[src/snd_dac_pkg.sv]
/*
 * Audio DAC output path shared types
 * PCM samples, offset-binary codes, stereo frames and the register map
 */
package snd_dac_pkg;

    // One PCM sample as delivered by the sound source
    typedef logic [15:0] pcm_t;

    // Unsigned offset-binary code for the modulator
    typedef logic [15:0] dac_code_t;

    // Register port
    typedef logic [1:0] cfg_addr_t;
    typedef logic [7:0] cfg_data_t;

    // Sample period in enable ticks, 0 acts as 1
    typedef logic [7:0] rate_div_t;

    typedef struct packed {
        pcm_t left;
        pcm_t right;
    } snd_frame_t;

    typedef struct packed {
        dac_code_t left;
        dac_code_t right;
    } dac_frame_t;

    typedef struct packed {
        logic      signed_snd;
        logic      mono;
        rate_div_t rate_div;
    } snd_cfg_t;

    // Register map
    localparam cfg_addr_t REG_CTRL   = 2'd0;
    localparam cfg_addr_t REG_RATE   = 2'd1;
    localparam cfg_addr_t REG_STATUS = 2'd2;

    // Values after reset
    localparam rate_div_t RATE_DIV_RST = 8'd16;
    localparam dac_code_t CODE_MID     = 16'h8000;

endpackage

[src/snd_cfg_regs.sv]
/*
 * Sound configuration registers
 * Control and rate registers steering the pacer, plus a sticky underrun status
 */
`timescale 1ns/1ps

module snd_cfg_regs (
    input  logic                   clk_dac,
    input  logic                   rst,
    input  logic                   cfg_we_i,
    input  snd_dac_pkg::cfg_addr_t cfg_addr_i,
    input  snd_dac_pkg::cfg_data_t cfg_wdata_i,
    output snd_dac_pkg::cfg_data_t cfg_rdata_o,
    input  logic                   underrun_evt_i,
    output snd_dac_pkg::snd_cfg_t  cfg_o
);
    import snd_dac_pkg::*;

    logic      signed_snd;
    logic      mono;
    rate_div_t rate_div;
    logic      underrun;

    always_ff @(posedge clk_dac or posedge rst) begin
        if (rst) begin
            signed_snd <= 1'b0;
            mono       <= 1'b0;
            rate_div   <= RATE_DIV_RST;
        end else if (cfg_we_i) begin
            if (cfg_addr_i == REG_CTRL) begin
                signed_snd <= cfg_wdata_i[0];
                mono       <= cfg_wdata_i[1];
            end
            if (cfg_addr_i == REG_RATE) begin
                rate_div <= cfg_wdata_i;
            end
        end
    end

    // A fresh underrun wins over a clear in the same cycle
    always_ff @(posedge clk_dac or posedge rst) begin
        if (rst) begin
            underrun <= 1'b0;
        end else if (underrun_evt_i) begin
            underrun <= 1'b1;
        end else if (cfg_we_i && cfg_addr_i == REG_STATUS && cfg_wdata_i[0]) begin
            underrun <= 1'b0;
        end
    end

    always_comb begin
        case (cfg_addr_i)
            REG_CTRL:   cfg_rdata_o = {6'd0, mono, signed_snd};
            REG_RATE:   cfg_rdata_o = rate_div;
            REG_STATUS: cfg_rdata_o = {7'd0, underrun};
            default:    cfg_rdata_o = '0;
        endcase
    end

    assign cfg_o.signed_snd = signed_snd;
    assign cfg_o.mono       = mono;
    assign cfg_o.rate_div   = rate_div;

endmodule

[src/snd_sample_fifo.sv]
/*
 * Stereo frame FIFO
 * Circular buffer that returns one credit per popped frame
 * and keeps a sticky overflow flag for writes while full
 */
`timescale 1ns/1ps

module snd_sample_fifo #(
    parameter int FIFO_DEPTH = 4
) (
    input  logic                    clk_dac,
    input  logic                    rst,
    input  logic                    frame_valid_i,
    input  snd_dac_pkg::snd_frame_t frame_i,
    input  logic                    pop_i,
    output logic                    empty_o,
    output snd_dac_pkg::snd_frame_t frame_o,
    output logic                    credit_o,
    output logic                    overflow_o
);
    import snd_dac_pkg::*;

    localparam int AW = (FIFO_DEPTH > 1) ? $clog2(FIFO_DEPTH) : 1;
    localparam int CW = $clog2(FIFO_DEPTH + 1);

    snd_frame_t    mem [FIFO_DEPTH];
    logic [AW-1:0] wr_ptr;
    logic [AW-1:0] rd_ptr;
    logic [CW-1:0] count;
    logic          full;
    logic          push;
    logic          pop;

    // Wraps at FIFO_DEPTH, which need not be a power of two
    function automatic logic [AW-1:0] next_ptr(input logic [AW-1:0] ptr);
        if (ptr == AW'(FIFO_DEPTH - 1)) begin
            return '0;
        end else begin
            return ptr + 1'b1;
        end
    endfunction

    assign full    = (count == CW'(FIFO_DEPTH));
    assign empty_o = (count == '0);
    assign push    = frame_valid_i && !full;
    assign pop     = pop_i && !empty_o;
    assign frame_o = mem[rd_ptr];

    always_ff @(posedge clk_dac) begin
        if (push) begin
            mem[wr_ptr] <= frame_i;
        end
    end

    always_ff @(posedge clk_dac or posedge rst) begin
        if (rst) begin
            wr_ptr     <= '0;
            rd_ptr     <= '0;
            count      <= '0;
            credit_o   <= 1'b0;
            overflow_o <= 1'b0;
        end else begin
            if (push) begin
                wr_ptr <= next_ptr(wr_ptr);
            end
            if (pop) begin
                rd_ptr <= next_ptr(rd_ptr);
            end
            case ({push, pop})
                2'b10:   count <= count + 1'b1;
                2'b01:   count <= count - 1'b1;
                default: count <= count;
            endcase
            // One credit back per freed slot
            credit_o <= pop;
            // Write dropped, flag stays until reset
            if (frame_valid_i && full) begin
                overflow_o <= 1'b1;
            end
        end
    end

endmodule

[src/snd_sample_pacer.sv]
/*
 * Sample pacer
 * Generates the DAC clock enable, pops one frame per sample period
 * and converts samples to offset-binary codes for the modulators
 */
`timescale 1ns/1ps

module snd_sample_pacer #(
    parameter int CEN_DIV = 4
) (
    input  logic                    clk_dac,
    input  logic                    rst,
    input  snd_dac_pkg::snd_cfg_t   cfg_i,
    input  logic                    empty_i,
    input  snd_dac_pkg::snd_frame_t frame_i,
    output logic                    pop_o,
    output logic                    underrun_o,
    output logic                    cen_o,
    output snd_dac_pkg::dac_frame_t codes_o
);
    import snd_dac_pkg::*;

    logic [CEN_DIV-1:0] cen_sr;
    rate_div_t          tick_cnt;
    rate_div_t          rate_eff;
    logic               boundary;
    dac_code_t          code_left;
    dac_code_t          code_right;

    // Signed input gets its sign bit flipped into offset binary
    function automatic dac_code_t to_code(input pcm_t smp, input logic is_signed);
        return {smp[15] ^ is_signed, smp[14:0]};
    endfunction

    // Rotating one-hot, enable fires on bit 0
    always_ff @(posedge clk_dac or posedge rst) begin
        if (rst) begin
            cen_sr <= CEN_DIV'(1);
        end else begin
            cen_sr <= (cen_sr << 1) | (cen_sr >> (CEN_DIV - 1));
        end
    end

    assign cen_o = cen_sr[0];

    assign rate_eff   = (cfg_i.rate_div == '0) ? rate_div_t'(1) : cfg_i.rate_div;
    assign boundary   = cen_o && (tick_cnt <= rate_div_t'(1));
    assign pop_o      = boundary && !empty_i;
    assign underrun_o = boundary && empty_i;

    // Enable ticks left until the next sample boundary
    always_ff @(posedge clk_dac or posedge rst) begin
        if (rst) begin
            tick_cnt <= RATE_DIV_RST;
        end else if (cen_o) begin
            if (boundary) begin
                tick_cnt <= rate_eff;
            end else begin
                tick_cnt <= tick_cnt - 1'b1;
            end
        end
    end

    assign code_left  = to_code(frame_i.left, cfg_i.signed_snd);
    assign code_right = cfg_i.mono ? code_left : to_code(frame_i.right, cfg_i.signed_snd);

    // Codes hold through underruns
    always_ff @(posedge clk_dac or posedge rst) begin
        if (rst) begin
            codes_o <= {CODE_MID, CODE_MID};
        end else if (pop_o) begin
            codes_o.left  <= code_left;
            codes_o.right <= code_right;
        end
    end

endmodule

[src/snd_sd_mod.sv]
/*
 * First-order sigma-delta modulator
 * Accumulates the code on each enable and outputs the carry as a PWM bit
 */
`timescale 1ns/1ps

module snd_sd_mod (
    input  logic                   clk_dac,
    input  logic                   rst,
    input  logic                   cen_i,
    input  snd_dac_pkg::dac_code_t code_i,
    output logic                   pwm_o
);
    import snd_dac_pkg::*;

    localparam int CW = $bits(dac_code_t);

    dac_code_t acc;
    logic [CW:0] sum;

    // Carry out is the density bit
    assign sum = {1'b0, acc} + {1'b0, code_i};

    always_ff @(posedge clk_dac or posedge rst) begin
        if (rst) begin
            acc   <= '0;
            pwm_o <= 1'b0;
        end else if (cen_i) begin
            acc   <= sum[CW-1:0];
            pwm_o <= sum[CW];
        end
    end

endmodule

[src/snd_dac_top.sv]
/*
 * Audio output path top level
 * Registers, sample FIFO, pacer and one modulator per channel on clk_dac
 */
`timescale 1ns/1ps

module snd_dac_top #(
    parameter int FIFO_DEPTH = 4,
    parameter int CEN_DIV    = 4
) (
    input  logic                    clk_dac,
    input  logic                    rst,
    // Frame source
    input  logic                    frame_valid_i,
    input  snd_dac_pkg::snd_frame_t frame_i,
    output logic                    credit_o,
    output logic                    overflow_o,
    // Register port
    input  logic                    cfg_we_i,
    input  snd_dac_pkg::cfg_addr_t  cfg_addr_i,
    input  snd_dac_pkg::cfg_data_t  cfg_wdata_i,
    output snd_dac_pkg::cfg_data_t  cfg_rdata_o,
    // PWM pins
    output logic                    snd_pwm_left_o,
    output logic                    snd_pwm_right_o
);
    import snd_dac_pkg::*;

    snd_cfg_t   cfg;
    logic       underrun_evt;
    logic       fifo_empty;
    snd_frame_t fifo_frame;
    logic       fifo_pop;
    logic       cen;
    dac_frame_t codes;

    snd_cfg_regs u_cfg_regs (
        .clk_dac        ( clk_dac      ),
        .rst            ( rst          ),
        .cfg_we_i       ( cfg_we_i     ),
        .cfg_addr_i     ( cfg_addr_i   ),
        .cfg_wdata_i    ( cfg_wdata_i  ),
        .cfg_rdata_o    ( cfg_rdata_o  ),
        .underrun_evt_i ( underrun_evt ),
        .cfg_o          ( cfg          )
    );

    snd_sample_fifo #(
        .FIFO_DEPTH ( FIFO_DEPTH )
    ) u_fifo (
        .clk_dac       ( clk_dac       ),
        .rst           ( rst           ),
        .frame_valid_i ( frame_valid_i ),
        .frame_i       ( frame_i       ),
        .pop_i         ( fifo_pop      ),
        .empty_o       ( fifo_empty    ),
        .frame_o       ( fifo_frame    ),
        .credit_o      ( credit_o      ),
        .overflow_o    ( overflow_o    )
    );

    snd_sample_pacer #(
        .CEN_DIV ( CEN_DIV )
    ) u_pacer (
        .clk_dac    ( clk_dac      ),
        .rst        ( rst          ),
        .cfg_i      ( cfg          ),
        .empty_i    ( fifo_empty   ),
        .frame_i    ( fifo_frame   ),
        .pop_o      ( fifo_pop     ),
        .underrun_o ( underrun_evt ),
        .cen_o      ( cen          ),
        .codes_o    ( codes        )
    );

    snd_sd_mod u_mod_left (
        .clk_dac ( clk_dac        ),
        .rst     ( rst            ),
        .cen_i   ( cen            ),
        .code_i  ( codes.left     ),
        .pwm_o   ( snd_pwm_left_o )
    );

    snd_sd_mod u_mod_right (
        .clk_dac ( clk_dac         ),
        .rst     ( rst             ),
        .cen_i   ( cen             ),
        .code_i  ( codes.right     ),
        .pwm_o   ( snd_pwm_right_o )
    );

endmodule

[config.mk]
export PLATFORM = sky130hd
export DESIGN_NAME = snd_dac_top
export DESIGN_NICKNAME = d
export VERILOG_FILES = /design/src/snd_dac_pkg.sv /design/src/snd_cfg_regs.sv /design/src/snd_sample_fifo.sv /design/src/snd_sample_pacer.sv /design/src/snd_sd_mod.sv /design/src/snd_dac_top.sv
export SDC_FILE = /design/constraint.sdc
export NUM_CORES = 1
export LEC_CHECK = 0
export BUFFER_PORTS_ARGS = -buffer_cell sky130_fd_sc_hd__buf_4
export CORE_UTILIZATION = 35
export DETAILED_ROUTE_END_ITERATION = 7
export PLACE_DENSITY = 0.5
export REMOVE_ABC_BUFFERS = 1
export SLEW_MARGIN = 20
export SYNTH_ARGS = -nofsm -noshare
export SYNTH_HDL_FRONTEND = slang
export SYNTH_HIERARCHICAL = 1
export SYNTH_SLANG_ARGS = --single-unit
[constraint.sdc]
create_clock -name clk_dac -period 3.2 [get_ports clk_dac]
set_clock_uncertainty 0.05 [all_clocks]
set_input_delay 0 -clock clk_dac [delete_from_list [all_inputs] [get_ports clk_dac]]
set_output_delay 0 -clock clk_dac [all_outputs]
set_load 0.03 [all_outputs]
==> qor.yml, run 1 <==
outcome: "complete, no violations"
critical_path_required_ps: 3590
fp.dieW_um: 176.8
netlist_instances: 752
hp-class: "in2async"
final_common_cell: "edfxtp_1"
start_util_pct: 35.80
r2r_cells: 12
period_share_pct: 89.31
fp-row-count: 63
synth_warnings: 6
placed_cells: 1179
path_buf_inv: 3
grt_max_degree: 61
final_cell_count_no_fill: 1284
start_kind: "flop"
overflow: 0
drive_gt1_share_pct: 23.27
post-cts-setup-buffers: 0
wl_um: 22180
grt_pass1_wl_um: 36380
ys_seq_area_share_pct: 58.93
grt_use_total_pct: 14.78
clkSinkCount: 226
syn_area_mm2: 0.01069
final_cell_area_mm2: 0.01300
port_buffers: 57
path_delay_family: "simple AND/OR/NAND/NOR gates"
antenna_found_initial: 0
r2r_end: "u_fifo/count[2]"
synthXorXnorAreaFrac_pct: 1.556
slew_viol_final: 0
vias: 6562
r2r-start: "u_pacer/tick_cnt[2]"
synth_ff_type: "edfxtp_1"
multiInputGateArea_mm2: 0.004061
die_h_um: 176.8
slowest_stage: "or4b_4"
regArea_mm2: 0.006304
dieArea_mm2: 0.03126
fin_nets: 962
drt-pass1-iter-count: 4
mostFrequentLayoutCells: "128 x edfxtp_1, 92 x dfrtp_1, 69 x buf_4, 55 x dlygate4sd3_1, 44 x o21ai_0"
cp_max_fo: 7
syn_to_final_growth_pct: 21.55
p_per_area_mw_per_mm2: 591.8
fillerInstances: 2669
crit_chain: "or4b_4, nor4_4, nand2b_4, inv_1, nand2b_1, inv_1, ha_1, inv_1, fa_1, xor2_1, nor2_1, xor2_1"
synth-simple-area-share_pct: 6.915
synthAdderAreaFrac_pct: 5.242
min_period_ps: 2858
slew_headroom_pct: 44.09
clk_latency_ps: 540
setup_tns_ps: 0
hold_viol_final: 0
routedWlPerCell_um: 17.28
synthTopCellsByArea: "edfxtp_1 36%, dfrtp_1 22%, mux4_2 5.9%, ha_1 4.7%, mux2_2 3.1%"
cap_violations: 0
end_kind: "flop"
clock.fmax_mhz: 349.9
drc_errors: 0
synth_top_family_by_area: "multiplexers"
fin_util_pct: 43.51
antenna_left: 0
synth_cell_types: 76
gp_congestion: 0.8123
critPathKind: "reg2reg"
grt_pass1_vias: 6857
place_hpwl_um: 14450
synth_top_area_share_pct: 35.94
worstMarginPinSlew_ps: 837.7
place_area_mm2: 0.01151
cts_tree: "done"
synth_mux_area_share_pct: 14.43
avgSynthCellArea_um2: 14.22
cts_buffers: 27
ios: 58
clockBufferDepth: 3
n_antenna_cell: 0
arrival_ps: 3250
synth_edf_count: 128
critPathMaxStageDelay_ps: 580
root_buffer: "clkbuf_16"
htreeDepth: 1
ys_ff_latch: 226
synth-compound-area-share_pct: 9.793
yosysTopAreaCell: "edfxtp_1"
regToRegSetupSlack_ps: 340
ys_async_sr_fraction_pct: 43.36
grt_setup_unrepaired: "no"
core_area_mm2: 0.02987
clk_pin_slew_ps: 50
peakVddDrop_mv: 0.4334
first_iter_violations: 340
cpMostUsedCell: "inv_1"
setup_viol: 0
p_leak_nw: 5.380
via_per_inst: 5.111
[stage by stage]
step           setup WS, ps  hold slack (ps)  power [mW]
6_report              342.1            18.16       7.693
5_1_grt               172.1            54.95       8.025
4_1_cts               313.6            6.695       7.824
3_5_place_dp          339.8           -19.14       4.567
3_3_place_gp          412.1           -26.96       4.523
2_1_floorplan        -416.2           -222.1       4.170
[flip-flops by register name, indices dropped and copies added, names as in the netlist, 2 cells and up]
signal               count
u_fifo/count             3
u_pacer/codes_o         32
u_fifo/mem             128
u_pacer/cen_sr           4
u_cfg_regs/rate_div      8
u_mod_right/acc         16
u_mod_left/acc          16
u_pacer/tick_cnt         8
u_fifo/rd_ptr            2
u_fifo/wr_ptr            2
[worst max path at each step]
stage / start / endpoint / slack (ps) / depth (start not counted)
4_1_cts: u_pacer/tick_cnt[2] / u_fifo/count[2] / 310 / 12
3_3_place_gp: u_pacer/tick_cnt[2] / u_fifo/count[2] / 410 / 12
2_1_floorplan: u_pacer/cen_sr[0] / u_fifo/count[2] / -420 / 12
6_report: u_pacer/tick_cnt[2] / u_fifo/count[2] / 340 / 12
5_1_grt: u_pacer/tick_cnt[2] / u_fifo/count[2] / 170 / 12
3_5_place_dp: u_pacer/tick_cnt[2] / u_fifo/count[2] / 340 / 12
[where the power goes]
part           switching (mW)  total, mW  leakage, nW  internal, mW
clock network            1.18       3.14        0.465          1.96
logic                   0.535      0.910         2.43         0.375
registers               0.124       3.64         2.49          3.52
total                    1.84       7.69         5.38          5.85
[cells in the mapped netlist (13+ instances only)]
| master | number |
|---|---|
| clkbuf_1 | 17 |
| mux4_2 | 28 |
| edfxtp_1 | 128 |
| inv_1 | 31 |
| and2_1 | 13 |
| mux2i_1 | 21 |
| a21oi_1 | 37 |
| o21ai_0 | 44 |
| mux2_2 | 29 |
| dfrtp_1 | 93 |
| nor2_1 | 29 |
| ha_1 | 40 |
| mux2_4 | 15 |
| nand2_1 | 33 |
[per-layer routing]
metal	vias to the layer above	share of wire [%]	global-route usage (%)
met5	-	0	0
met4	0	2.0	3.448
met3	27	3.0	2.212
met2	93	50	25.72
met1	3333	45	19.34
li1	3109	-	-
[kinds of logic (layout without fill, tap and decap cells)]
logic type                 Yosys count  after routing
AOI/OAI and AO/OA                  162            162
xor gates and xnor gates            19             19
adders and majority gates           43             43
buffers and inverters               66            208
DFF                                226            226
muxes                              101            101
and+or+nand+nor                    135            135
[layout make-up]
class / count / share of cell area, %
inverter: 33 / 0.9626
timing repair buffer: 125 / 8.374
sequential: 226 / 48.49
clock inverter: 16 / 1.463
multi-input combinational: 460 / 31.24
clock buffer: 34 / 5.708
tap: 390 / 3.754
[worst min-delay path, cell delays in order]
cell	delay (ps)
dlygate4sd3_1	540
buf_4	160
inv_1	320
[what timing repair did]
item,4_1_cts,5_1_grt
gates resized for setup,0,0
hold buffers,55,0
hold endpoints to repair,236,0
No activity file was read; power rests on OpenSTA's default activity.
==> run 2: changes to the inputs <==
- CORE_UTILIZATION: 35 -> 29
- PLACE_DENSITY: 0.5 -> 0.43
- RECOVER_POWER: unset -> 50
==> run 2 against run 1 <==
Against the previous run:
- the flow now finishes with violations (max-capacitance violations, max-slew violations)
- sequential power is essentially flat
- critical endpoint unchanged
- worst setup slack gained 87 ps
- cell count grew 5.8%
- largest cell class unchanged
==> qor.yml, run 2 (synthesized netlist as in run 1, its figures left out) <==
start_kind: "flop"  # unchanged
die_h_um: 194.0  # was 176.8 um
fin_nets: 967  # was 962
violations: "max-capacitance violations, max-slew violations"
overflow: 0  # unchanged
p_comb_share_pct: 12.2  # was 11.8%
vias: 6390  # was 6562
mostFrequentLayoutCells: "128 x edfxtp_1, 92 x dfrtp_1, 56 x dlygate4sd3_1, 44 x clkbuf_1, 44 x o21ai_0"  # was 128 x edfxtp_1, 92 x dfrtp_1, 69 x buf_4, 55 x dlygate4sd3_1, 44 x o21ai_0
outcome: "finished with violations"  # was complete, no violations
end_kind: "flop"  # unchanged
routedWlPerCell_um: 17.13  # was 17.28 um
slew_viol_final: 45  # was 0
internal_power_mw: 5.610  # was 5.852 mW
place_area_mm2: 0.01165  # was 0.01151 mm^2
peakVddDrop_mv: 0.3162  # was 0.4334 mV
fp.dieW_um: 194.0  # was 176.8 um
hp-class: "in2async"  # unchanged
slew_headroom_pct: -54.72  # was 44.09%
cap_violations: 1  # was 0
drive_gt1_share_pct: 18.93  # was 23.27%
final_cell_area_mm2: 0.01292  # was 0.01300 mm^2
p_per_area_mw_per_mm2: 576.5  # was 591.8 mW/mm^2
cp_max_fo: 7  # unchanged
grt_use_total_pct: 12.87  # was 14.78%
final_common_cell: "edfxtp_1"  # unchanged
swShare_pct: 24.67  # was 23.93%
arrival_ps: 3180  # was 3250 ps
critPathKind: "reg2reg"  # unchanged
p_leak_nw: 5.209  # was 5.380 nW
grt_pass1_vias: 6851  # was 6857
grt_max_degree: 61  # unchanged
grt_setup_unrepaired: "no"  # unchanged
netSwitchingPower_mw: 1.837  # was 1.841 mW
fp-row-count: 69  # was 63
clk_pin_slew_ps: 60  # was 50 ps
drt-pass1-iter-count: 5  # was 4
post-cts-setup-buffers: 0  # unchanged
setup_viol: 0  # unchanged
dieArea_mm2: 0.03765  # was 0.03126 mm^2
wl_um: 23280  # was 22180 um
min_period_ps: 2771  # was 2858 ps
r2r_cells: 12  # unchanged
regToRegSetupSlack_ps: 430  # was 340 ps
r2r-start: "u_pacer/tick_cnt[2]"  # unchanged
place_hpwl_um: 15270  # was 14450 um
clock.fmax_mhz: 360.9  # was 349.9 MHz
largest_register_ffs: 128  # unchanged
antenna_left: 0  # unchanged
via_per_inst: 4.702  # was 5.111
top_regs: "u_fifo/mem x128, u_pacer/codes_o x32"  # unchanged
cts_tree: "done"  # unchanged
clkPwrFrac_pct: 39.0  # was 40.9%
clkSinkCount: 226  # unchanged
cts_buffers: 27  # unchanged
hold_viol_final: 0  # unchanged
timing.hold.ws_ps: 186.6  # was 18.16 ps
antenna_found_initial: 0  # unchanged
period_share_pct: 86.60  # was 89.31%
clk_latency_ps: 530  # was 540 ps
start_util_pct: 29.78  # was 35.80%
syn_to_final_growth_pct: 20.81  # was 21.55%
core_area_mm2: 0.03591  # was 0.02987 mm^2
n_antenna_cell: 0  # unchanged
critical_path_required_ps: 3610  # was 3590 ps
r2r_end: "u_fifo/count[2]"  # unchanged
first_iter_violations: 238  # was 340
gp_congestion: 0.7673  # was 0.8123
worstMarginPinSlew_ps: 2308  # was 837.7 ps
root_buffer: "clkbuf_16"  # unchanged
htreeDepth: 1  # unchanged
pwr-share-seq_pct: 48.8  # was 47.3%
clockBufferDepth: 3  # unchanged
regMostFlops: "u_fifo/mem"  # unchanged
port_buffers: 57  # unchanged
grt_pass1_wl_um: 38790  # was 36380 um
ios: 58  # unchanged
drc_errors: 0  # unchanged
run 2: area by class of cell:
| cell class | count | area, um^2 |
|---|---|---|
| Clock buffer | 37 | 723.2 |
| Timing Repair Buffer | 130 | 1010 |
| Multi-Input combinational cell | 460 | 4061 |
| Tap cell | 461 | 576.8 |
| Clock inverter | 12 | 120.1 |
| Inverter | 33 | 125.1 |
| Sequential cell | 226 | 6304 |
| Fill cell | 3502 | 22990 |
run 2: per-layer routing:
metal / global-route usage, % / vias to the layer above / routed length, um
met4: 3.145 / 0 / 405
li1: - / 3130 / -
met5: 0 / - / 0
met2: 20.92 / 75 / 10800
met3: 1.565 / 25 / 691
met1: 18.24 / 3160 / 11380
run 2: power by group through the flow:
stage	Sequential (mW)	Combinational [mW]	Clock [mW]
3_3_place_gp	3.70	0.889	0
4_1_cts	3.65	0.959	3.01
5_1_grt	3.68	1.01	3.12
2_1_floorplan	3.68	0.486	0
3_5_place_dp	3.70	0.882	0
6_report	3.64	0.906	2.90
run 2: critical path: stages, from the launching register on:
cell and delay, ps:
dfrtp_1 440, or4b_4 580, nor4_4 300, nand2b_4 80
inv_1 80, nand2b_1 100, inv_1 90, ha_1 170
inv_1 60, fa_1 370, xor2_1 150, nor2_1 110
xor2_1 140
run 2: per-stage QoR:
step	setup slack [ps]	instances	TNS, ps	utilization, %	total power, mW
3_5_place_dp	397.9	1254	0	32.43	4.582
5_1_grt	215.2	1359	0	35.97	7.806
2_1_floorplan	-416.2	719	-651.5	-	4.170
6_report	428.9	1359	0	35.97	7.448
4_1_cts	394.0	1359	0	36.34	7.613
3_3_place_gp	409.7	1254	0	32.43	4.587
run 2: how the worst max path moves through the flow:
| stage | cells past startpoint | slack (ps) | to | from |
|---|---|---|---|---|
| floorplan | 12 | -420 | u_fifo/count[2] | u_pacer/cen_sr[0] |
| global placement | 12 | 410 | u_fifo/count[2] | u_pacer/tick_cnt[2] |
| detailed placement | 12 | 400 | u_fifo/count[2] | u_pacer/tick_cnt[2] |
| CTS | 12 | 390 | u_fifo/count[2] | u_pacer/tick_cnt[2] |
| global route | 12 | 220 | u_fifo/count[2] | u_pacer/tick_cnt[2] |
| finish | 12 | 430 | u_fifo/count[2] | u_pacer/tick_cnt[2] |
run 2: repair_timing:
item                      CTS  global route
resized for setup           0             0
hold buffers               56             0
hold endpoints to repair  236             0
==> run 3: changes to the inputs <==
- SYNTH_HIERARCHICAL: 1 -> unset
==> run 3 against run 2 <==
Against the previous run:
- the run still ends with max-capacitance violations, max-slew violations left
- area after synthesis decreased by 1.3%
- wire length decreased by 1.8%
- global-route usage about the same
- count of clock-buffer cells in the layout decreased by 1
- critical path type unchanged
- largest cell class unchanged
- hold slack got worse by 75 ps
- cell count decreased by 0.96%
- sequential power about the same
- sequential share of layout area increased by 0.48 points
- clock power increased by 12%
==> qor.yml, run 3 <==
outcome: "finished with violations"  # unchanged
violations: "max-capacitance violations, max-slew violations"  # unchanged
antenna_found_initial: 0  # unchanged
largest_register_ffs: 128  # unchanged
critPathKind: "reg2reg"  # unchanged
via_per_inst: 4.793  # was 4.702
fin_nets: 953  # was 967
fp-row-count: 69  # unchanged
synth_top_area_share_pct: 36.42  # was 35.94%
cts_tree: "done"  # unchanged
dieArea_mm2: 0.03716  # was 0.03765 mm^2
slew_viol_final: 39  # was 45
core_area_mm2: 0.03566  # was 0.03591 mm^2
setup_viol: 0  # unchanged
netSwitchingPower_mw: 1.853  # was 1.837 mW
vias: 6451  # was 6390
end_kind: "flop"  # unchanged
wl_met1_um: 11160  # was 11380 um
synth_edf_count: 128  # unchanged
grt_pass1_wl_um: 37360  # was 38790 um
ios: 58  # unchanged
arrival_ps: 3390  # was 3180 ps
ys_seq_area_share_pct: 59.71  # was 58.93%
syn_to_final_growth_pct: 21.22  # was 20.81%
grt_pass1_vias: 6711  # was 6851
synth_cell_types: 64  # was 76
regMostFlops: "u_fifo.mem"  # was u_fifo/mem
n_antenna_cell: 0  # unchanged
worstMarginPinSlew_ps: 1734  # was 2308 ps
swShare_pct: 24.06  # was 24.67%
ys_async_sr_fraction_pct: 43.36  # unchanged
worst_slack_ps: 222.2  # was 428.9 ps
clockBufferDepth: 3  # unchanged
cp_max_fo: 7  # unchanged
synthTopCellsByArea: "edfxtp_1 36%, dfrtp_1 22%, mux4_2 6.8%, ha_1 4.7%, mux2_2 2.9%"  # was edfxtp_1 36%, dfrtp_1 22%, mux4_2 5.9%, ha_1 4.7%, mux2_2 3.1%
drc_errors: 0  # unchanged
final_common_cell: "edfxtp_1"  # unchanged
yosysTopAreaCell: "edfxtp_1"  # unchanged
place_hpwl_um: 14720  # was 15270 um
slowest_stage: "or4_1"  # was or4b_4
cap_violations: 1  # unchanged
clkPwrFrac_pct: 42.0  # was 39.0%
hold_viol_final: 0  # unchanged
regToRegSetupSlack_ps: 220  # was 430 ps
synth_common_cells: "128 x edfxtp_1, 93 x dfrtp_1, 52 x a21oi_1"  # was 128 x edfxtp_1, 93 x dfrtp_1, 44 x o21ai_0
critical_path_required_ps: 3610  # about the same
place_area_mm2: 0.01152  # was 0.01165 mm^2
start_util_pct: 29.60  # was 29.78%
clk_latency_ps: 540  # was 530 ps
final_cell_area_mm2: 0.01279  # was 0.01292 mm^2
drt-pass1-iter-count: 4  # was 5
crit_chain: "or4_1, or4_1, nor2_8, ha_1, inv_1, fa_1, xor2_1, nor2_1, xor2_1"  # was or4b_4, nor4_4, nand2b_4, inv_1, nand2b_1, inv_1, ha_1, inv_1, fa_1, xor2_1, nor2_1, xor2_1
p_per_area_mw_per_mm2: 602.0  # was 576.5 mW/mm^2
synth_warnings: 0  # was 6
top_layer_used: "met4"  # unchanged
clk_pin_slew_ps: 60  # about the same
ys_ff_latch: 226  # unchanged
min_period_ps: 2978  # was 2771 ps
netlist_instances: 749  # was 752
root_buffer: "clkbuf_16"  # unchanged
internal_power_mw: 5.849  # was 5.610 mW
grt_setup_unrepaired: "no"  # unchanged
totalPowerFinal_mw: 7.702  # was 7.448 mW
htreeDepth: 1  # unchanged
top_regs: "u_fifo.mem x128, u_pacer.codes_o x32"  # was u_fifo/mem x128, u_pacer/codes_o x32
syn_area_mm2: 0.01056  # was 0.01069 mm^2
hp-class: "in2async"  # unchanged
critPathMaxStageDelay_ps: 620  # was 580 ps
avgSynthCellArea_um2: 14.09  # was 14.22 um^2
timing.hold.ws_ps: 111.9  # was 186.6 ps
overflow: 0  # unchanged
gp_congestion: 0.7611  # was 0.7673
dpl_worst_slack_ps: 247.4  # was 397.9 ps
routedWlPerCell_um: 16.99  # was 17.13 um
drive_gt1_share_pct: 18.53  # was 18.93%
start_kind: "flop"  # unchanged
first_iter_violations: 327  # was 238
synth_ff_type: "edfxtp_1"  # unchanged
cts_buffers: 27  # unchanged
slew_headroom_pct: -15.63  # was -54.72%
peakVddDrop_mv: 0.3482  # was 0.3162 mV
yosysMostFrequentCell: "edfxtp_1"  # unchanged
clkSinkCount: 226  # unchanged
period_share_pct: 93.06  # was 86.60%
mostFrequentLayoutCells: "128 x edfxtp_1, 92 x dfrtp_1, 52 x a21oi_1, 49 x nor2_1, 46 x dlygate4sd3_1"  # was 128 x edfxtp_1, 92 x dfrtp_1, 56 x dlygate4sd3_1, 44 x clkbuf_1, 44 x o21ai_0
wl_met2_um: 10550  # was 10800 um
fp.dieW_um: 192.8  # was 194.0 um
grt_max_degree: 62  # was 61
wl_um: 22860  # was 23280 um
wl_met3_um: 741  # was 691 um
grt_use_total_pct: 12.85  # was 12.87%
clock.fmax_mhz: 335.8  # was 360.9 MHz
antenna_left: 0  # unchanged
p_comb_share_pct: 10.7  # was 12.2%
die_h_um: 192.8  # was 194.0 um
port_buffers: 57  # unchanged
pwr-share-seq_pct: 47.3  # was 48.8%
p_leak_nw: 5.043  # was 5.209 nW
run 3: cell count changes in the layout (fill, tap and decap cells not counted), moves of 7 or more:
cell,previous run,this run
a211oi_1,3,10
a21o_1,11,18
o21ai_0,44,27
dlygate4sd3_1,56,46
inv_1,30,14
nor2_1,29,49
o21ai_1,8,0
a21oi_1,37,52
run 3: stage by stage:
| stage | utilization, % | setup TNS (ps) | instances |
|---|---|---|---|
| after floorplan | - | -750.0 | 716 |
| after global placement | 32.32 | 0 | 1250 |
| after detailed placement | 32.32 | 0 | 1250 |
| after CTS | 36.27 | 0 | 1346 |
| after global routing | 35.88 | 0 | 1346 |
| final | 35.88 | 0 | 1346 |
run 3: metal layers:
metal / global-route usage (%) / vias up
li1: - / 3128
met1: 18.05 / 3209
met4: 3.089 / 0
met2: 20.71 / 82
met3: 1.946 / 32
met5: 0 / -
run 3: logic make-up (layout without fill, tap and decap cells):
family,count (synthesis),count (layout),share of synthesized area (%)
flip-flops,226,226,59.71
AO/OA/AOI/OAI,162,162,9.981
AND/OR/NAND/NOR,158,158,7.468
multiplexers,94,94,13.79
buffers and inverters,49,185,2.335
adder cells (fa/ha/maj),43,43,5.311
XOR/XNOR,17,17,1.411
run 3: final cells by class:
type                            count  area [um^2]
Fill cell                        3442        22860
Clock buffer                       36        739.5
Timing Repair Buffer              119        894.6
Sequential cell                   226         6304
Tap cell                          461        576.8
Inverter                           16        62.56
Clock inverter                     14        211.5
Multi-Input combinational cell    474         4006
run 3: timing repair:
action | CTS | global route
hold endpoints to repair | 199 | 0
buffers inserted | 0 | 0
hold buffers | 46 | 0
endpoints found under the setup margin | 0 | 0
gates resized for setup | 0 | 0
run 3: worst max-delay path, delay by kind of cell, from the launching register on:
family                     cells  cell delay, ps
and+or+nand+nor                4            1460
buffers and inverters          1              70
DFF                            1             440
xor gates and xnor gates       2             300
adders and majority gates      2             570
run 3: final timing paths:
kind | depth (start not counted) | endpoint | startpoint
max | 9 | u_fifo.count[2] | u_pacer.tick_cnt[2]
min | 3 | u_pacer.tick_cnt[2] | rst
max reg2reg | 9 | u_fifo.count[2] | u_pacer.tick_cnt[2]
min reg2reg | 0 | u_pacer.cen_sr[2] | u_pacer.cen_sr[1]
max in group asynchronous | 4 | u_pacer.codes_o[23] | rst
min in group clk_dac | 3 | u_cfg_regs.rate_div[2] | cfg_wdata_i[2]
run 3: power groups by stage:
stage	sequential (mW)	clock, mW	combinational (mW)
final	3.64	3.24	0.820
after global routing	3.68	3.46	0.913
after CTS	3.65	3.34	0.863
after detailed placement	3.71	0	0.821
after global placement	3.70	0	0.810
after floorplan	3.67	0	0.470
